[src/source/aes_pkg.sv]
// shared types and byte helpers for the AES-256 encryption core
package aes_pkg;

    // one 128-bit state or data block, first byte in the top bits
    typedef logic [127:0] block_t;

    // 256-bit cipher key, eight schedule words
    typedef logic [255:0] key_t;

    // single key schedule word
    typedef logic [31:0] word_t;

    // payload of the input stream
    typedef struct packed {
        key_t   key;
        block_t plaintext;
    } aes_job_t;

    // AES-256 round count
    localparam int unsigned NUM_ROUNDS = 14;

    // forward S-box, element 0 sits in the top byte
    // each row below holds sixteen consecutive entries
    localparam logic [0:255][7:0] SBOX_TABLE = {
        128'h637c777bf26b6fc53001672bfed7ab76,
        128'hca82c97dfa5947f0add4a2af9ca472c0,
        128'hb7fd9326363ff7cc34a5e5f171d83115,
        128'h04c723c31896059a071280e2eb27b275,
        128'h09832c1a1b6e5aa0523bd6b329e32f84,
        128'h53d100ed20fcb15b6acbbe394a4c58cf,
        128'hd0efaafb434d338545f9027f503c9fa8,
        128'h51a3408f929d38f5bcb6da2110fff3d2,
        128'hcd0c13ec5f974417c4a77e3d645d1973,
        128'h60814fdc222a908846eeb814de5e0bdb,
        128'he0323a0a4906245cc2d3ac629195e479,
        128'he7c8376d8dd54ea96c56f4ea657aae08,
        128'hba78252e1ca6b4c6e8dd741f4bbd8b8a,
        128'h703eb5664803f60e613557b986c11d9e,
        128'he1f8981169d98e949b1e87e9ce5528df,
        128'h8ca1890dbfe6426841992d0fb054bb16
    };

    // byte substitution through the table
    function automatic logic [7:0] sbox(input logic [7:0] b);
        return SBOX_TABLE[b];
    endfunction

    // multiply by x in GF(2^8)
    // reduction polynomial x^8 + x^4 + x^3 + x + 1
    function automatic logic [7:0] xtime(input logic [7:0] b);
        logic [7:0] shifted;
        shifted = {b[6:0], 1'b0};
        // fold the carried-out bit back in
        if (b[7]) begin
            shifted = shifted ^ 8'h1b;
        end
        return shifted;
    endfunction

endpackage

[src/source/aes_skid_buffer.sv]
`timescale 1ns/1ps

// two-entry valid/ready buffer
// in_ready comes straight from a flop
module aes_skid_buffer #(
    parameter type payload_t = aes_pkg::block_t
) (
    input  logic     clk,
    input  logic     rst,
    input  logic     in_valid,
    output logic     in_ready,
    input  payload_t in_data,
    output logic     out_valid,
    input  logic     out_ready,
    output payload_t out_data
);

    // skid entry holds one item while the output stalls
    logic     skid_valid;
    payload_t skid_data;
    logic     push;
    logic     advance;

    // room as long as the skid entry is empty
    assign in_ready = !skid_valid;
    assign push     = in_valid && in_ready;
    // main entry can take a new item
    assign advance  = out_ready || !out_valid;

    // occupancy flags
    always_ff @(posedge clk) begin
        if (rst) begin
            out_valid  <= 1'b0;
            skid_valid <= 1'b0;
        end else if (advance) begin
            // skid drains first to keep order
            out_valid  <= skid_valid || push;
            skid_valid <= 1'b0;
        end else if (push) begin
            skid_valid <= 1'b1;
        end
    end

    // payload, written only on a move
    always_ff @(posedge clk) begin
        if (advance && skid_valid) begin
            out_data <= skid_data;
        end else if (advance && push) begin
            out_data <= in_data;
        end else if (!advance && push) begin
            skid_data <= in_data;
        end
    end

endmodule

[config.mk]
export PLATFORM = sky130hd
export DESIGN_NAME = aes_skid_buffer
export DESIGN_NICKNAME = d
export VERILOG_FILES = /design/src/source/aes_pkg.sv /design/src/source/aes_skid_buffer.sv
export SDC_FILE = /design/constraint.sdc
export NUM_CORES = 1
export LEC_CHECK = 0
export BUFFER_PORTS_ARGS = -buffer_cell sky130_fd_sc_hd__buf_2
export CAP_MARGIN = 20
export CELL_PAD_IN_SITES_DETAIL_PLACEMENT = 1
export CELL_PAD_IN_SITES_GLOBAL_PLACEMENT = 2
export CORE_MARGIN = 3
export CORE_UTILIZATION = 36
export CTS_BUF_LIST = sky130_fd_sc_hd__clkbuf_8
export CTS_CLUSTER_DIAMETER = 50
export DETAILED_ROUTE_END_ITERATION = 10
export PLACE_DENSITY_LB_ADDON = 0.1
export SLEW_MARGIN = 20
export SYNTH_ARGS = -nofsm -noshare
export SYNTH_HDL_FRONTEND = slang
export SYNTH_SLANG_ARGS = --single-unit
[constraint.sdc]
create_clock -name clk -period 10.55 [get_ports clk]
set_input_delay 0 -clock clk [delete_from_list [all_inputs] [get_ports clk]]
set_output_delay 0 -clock clk [all_outputs]
set_load 0.02 [all_outputs]
After elaboration in Yosys (flattened, before gate mapping)
Index checks and enable logic that the tools add are counted.
{ "word_totals": {"ff_bits": 258, "latchBits": 0, "ram_bits": 0, "rom_bits": 0, "out_inout_bits": 130, "wordCells": 20, "memories": 0} }
{ "op_classes": {"add_sub_neg": 0, "multipliers": 0, "div": 0, "order_cmp": 0, "eq_ne": 0, "shift": 0, "mux": 2, "bitwise": 2, "reduce_logical": 12} }
{ "op_table": {"columns": ["operator", "count"], "rows": [
  ["128-bit two-way mux", 2],
  ["1-bit logical AND", 4],
  ["1-bit zero test", 3],
  ["3-bit AND reduction", 1],
  ["1-bit logical OR", 2],
  ["1-bit inverter", 2],
  ["2-bit nonzero test", 1],
  ["2-bit OR reduction", 1]
]} }

Depth between registers and ports, before layout
{ "depth": {"word_depth": 5, "depth_mapped": 5, "depth_no_buf": 3} }

Least setup slack after synthesis
No wires, ideal clock.
{ "synth_path": {"path_type": "register to register", "from": "register out_valid", "to": "register skid_data[0] (netlist bit) (enable)", "arrival_time_ns": 9.853, "path_slack_ns": -0.100, "stages_incl_launch_ff": 3, "path_buffers": 0, "synth_period_minus_slack_ns": 10.650, "cell_sequence": "dfxtp_1 -> nand2b_4 -> nor3b_1"} }
{ "synth_via": {"elab_chain_len": 5, "word_cells_on_any_way": 9} }
{ "synth_lines": {"columns": ["element", "line", "rtl"], "rows": [
  ["start, declared", "aes_skid_buffer.sv:13", "output logic out_valid,"],
  ["start signal, assigned", "aes_skid_buffer.sv:37", "out_valid <= skid_valid || push;"],
  ["1-bit zero test *", "aes_skid_buffer.sv:28", "assign advance = out_ready || !out_valid;"],
  ["1-bit logical OR *", "aes_skid_buffer.sv:28", null],
  ["1-bit zero test (tied with other cells)", "aes_skid_buffer.sv:50", "end else if (!advance && push) begin"],
  ["1-bit logical AND / 1-bit inverter (equally long branches)", null, null],
  ["3-bit AND reduction (no source line) *", null, null],
  ["end signal, assigned", "aes_skid_buffer.sv:51", "skid_data <= in_data;"],
  ["end, declared", "aes_skid_buffer.sv:20", "payload_t skid_data;"]
]} }
Every way passes the cells marked *; elsewhere a longest branch is shown, timed or not.
A chain may end at the register's enable or synchronous reset.

Final worst setup path
{ "layout_path": {"from": "register out_valid", "to": "register out_data[108] (netlist bit) (data pin)"} }
{ "layout_via": {"elab_chain_len": 4} }
{ "layout_lines": {"columns": ["element", "line", "rtl"], "rows": [
  ["1-bit zero test", "aes_skid_buffer.sv:28", null],
  ["1-bit logical OR", "aes_skid_buffer.sv:28", null],
  ["1-bit logical AND", "aes_skid_buffer.sv:46", "if (advance && skid_valid) begin"],
  ["128-bit two-way mux", "aes_skid_buffer.sv:46", null],
  ["end signal, assigned", "aes_skid_buffer.sv:47", "out_data <= skid_data;"],
  ["end signal, assigned", "aes_skid_buffer.sv:49", "out_data <= in_data;"],
  ["end, declared", "aes_skid_buffer.sv:15", "output payload_t out_data"]
]} }
No other way between the ends.

==> results by group <==
Synth
  • Net Count, Synth: 540
  • Synth area leaders: edfxtp_1 79%, mux2_4 15%, mux2_2 2.9%, buf_6 1.6%, dfxtp_1 0.41%
  • Multiplexer area fraction after synthesis: 18.62%
  • Adder-Cell Fraction of Synth Area: 0%
  • Largest family of logic cells by synthesized area: multiplexers
  • #FFs+latches synth: roughly 260
  • Post-synth top area share: approximately four fifths
  • Synth Cell Area: a little under 0.01 mm2
  • Avg Inst Size Synth: 23.91 um2
  • Area leader, netlist: edfxtp_1
  • Cell variety after synth: 14
  • Mapped Cells: 408
  • Synth Area in Compound Gates: 0.1283%
  • Synth Warn #: 0
  • Sequential area share after synthesis: 79.22%
  • Synth Area in XOR/XNOR: 0%
  • Simple-Gate Fraction of Synth Area: less than 1%

Clocking
  • Setup Buffers After CTS: 0
  • CTS tree: built
  • Clk root buf: clkbuf_8
  • CTS H-Tree Depth: 2
  • Max Buffers Root-to-Sink: 3
  • Worst-skew pair later-pin latency: approximately 0.54 ns
  • Clock sink total: 258
  • CTS buffer count: 45
  • Post-CTS resize count: 0
  • Worst-path clk slew: 0.06 ns

Critical path
  • CP endpoint kind: flip-flop
  • Critical Setup Path Class: reg -> reg
  • Crit Path Max Fanout: just under 80
  • Required time of the worst setup path: 10.84 ns
  • Family with the most delay on the worst path: buffers and inverters
  • CP Data Arrival Time: slightly below 3 ns
  • Total buffers and inverters traversed by the critical path: 1
  • Worst setup SP type: flip-flop
  • CP max stage delay: between 0.8 and 0.9 ns
  • CP max stage cell: buf_4
  • Crit-path cells: nand2b_4 > nand2_8 > buf_4 > mux2_2

GRT
  • Met1 Usage GRT: 18.86%
  • Met3 Usage GRT: 4.644%
  • Largest net degree at the start of global routing: 80
  • GR Util met2: 22.86%
  • Initial antenna violation count: 1
  • Vias in the first global route: ~6000
  • Gr ovfl total: 0
  • Gr busiest metal: met2
  • Global-route wire length before repair: around 32000 um
  • GRT Util Overall: roughly 14%

Power
  • Pwr/cell area: about 160 mW/mm2
  • Switching pwr: between 500 and 600 uW
  • Int Power: 1697 uW
  • Clock power share: 35.5%
  • Flop pwr share: 54.3%
  • Comb pwr share: 10.1%
  • Max VDD drop: 0.00008562 V
  • Switching portion of total power: 23.17%
  • Static leakage: 0.005576 uW

Status
  • Outcome: finished, final reports clean

Timing
  • Final hold slack: between 0.15 and 0.2 ns
  • Tcrit/Tclk final: 25.46%
  • Layout Skew: 0.01057 ns
  • Slew Limit Fails: 0
  • Worst-margin pin slew: 1.075 ns
  • RSZ-0062 raised after global routing: no
  • Setup TNS: 0 ns
  • Minimum clock period: roughly 2.7 ns
  • Final Hold Viols: 0
  • Fmax: 372.3 MHz
  • Final setup violation count: 0
  • Rel. slew slack: ~28%

Place
  • Placed Area: 0.01138 mm2
  • Final GP Congestion: 0.7580
  • Number of port buffers: 261
  • Placed cells: between 900 and 1000
  • Post-DP HPWL: 13760 um

Routing
  • Routed Wire Length: 21960 um
  • Number of routed nets with antenna violations: 0
  • Initial DRT Pass Iterations: 4
  • Vias per cell: 4.466
  • DRC errors left: 0
  • Initial DRC count: 270
  • Drt wl/cell: 18.25 um
  • Via Count: 5372

Floorplanning
  • Core area: 0.02635 mm2
  • Die Span X: 170.6 um
  • Initial core utilization: approximately 37%
  • I/O pin count: 262
  • Die height: 170.6 um
  • Site row count: 59
  • Die Area: 0.02911 mm2

Cells and area
  • Area of the multi-input gates: 0.001898 mm2
  • Post-route cell area: 0.01347 mm2
  • Number of cells in the finished layout apart from fillers: roughly 1200
  • Share of cells above drive strength 1: 51.44%
  • Area delta synth->final: 38.08%
  • Seq. cell area: approximately 0.0077 mm2
  • Final-stage net count: 970
  • Fill count: 2503

Worst hold path
  • Worst hold-check path type: in -> reg

Job
  • Max-cap violations: 0
[per-stage QoR]
stage | setup slack, ns | utilization (%) | power (uW)
5_1_grt | 7.698 | 51.11 | 2313
2_1_floorplan | 4.445 | - | 1329
3_3_place_gp | 7.870 | 43.20 | 1404
4_1_cts | 7.813 | 51.10 | 2252
3_5_place_dp | 7.812 | 43.20 | 1409
6_report | 7.864 | 51.11 | 2208
[sequential cells by signal, indices dropped and copies added, names as in the netlist]
name        cells
skid_valid      1
skid_data     128
out_valid       1
out_data      128
[logic make-up after synthesis]
logic type	after synthesis
compound gates	2
buf+inv	15
simple gates	5
mux	128
flops	258
[layout by cell type (no fill, tap or decap), types with 2 or more instances in the layout]
master / n
buf_2: 261
edfxtp_1: 256
dlygate4sd3_1: 132
mux2_4: 100
clkbuf_8: 46
mux2_2: 25
inv_1: 20
clkinv_1: 5
buf_4: 4
mux2_1: 3
clkinvlp_4: 3
clkinv_2: 3
dfxtp_1: 2
[Yosys cell counts, drive strengths merged]
cell	count
o21a	1
inv	1
nor3b	1
nor3	1
a21oi	1
mux2	128
buf	14
nand2b	1
edfxtp	256
nor2	1
dfxtp	2
nand2	1
[path summary, 6_finish.rpt]
check             depth (start not counted)  slack [ns]       endpoint            from
setup / recovery                          4        7.86  out_data[108]       out_valid
hold / removal                            2        0.18  skid_data[64]     in_data[64]
setup reg to reg                          4        7.86  out_data[108]       out_valid
hold reg to reg                           1        0.54  out_data[107]  skid_data[107]
[routing by layer]
layer  part of all wire, %  wire length (um)  vias up
li1                      -                 -     2498
met1                    44              9628     2620
met2                    46             10060      207
met3                   7.9              1742       47
met4                   2.4               529        0
met5                     0                 0        -
[area by class of cell]
cell class,instances,area share (%)
clock inverter,30,0.9475
inverter,1,0.02787
clock buffer,46,4.700
multi-input combinational,135,14.09
sequential,258,57.37
tap,335,3.112
timing repair buffer,397,19.73
antenna,1,0.01858
[power groups by stage]
stage / Clock [uW] / Combinational (uW) / Sequential, uW
after floorplan: 0 / 62.6 / 1270
after global routing: 869 / 240 / 1200
final: 785 / 224 / 1200
after detailed placement: 0 / 188 / 1220
after global placement: 0 / 183 / 1220
after CTS: 824 / 227 / 1200
[timing repair]
action / 4_1_cts / 5_1_grt
endpoints found under the hold margin: 258 / 0
hold buffers: 132 / 0
endpoints found under the setup margin: 0 / 0
Note: power is estimated with default switching activity, not from simulation.
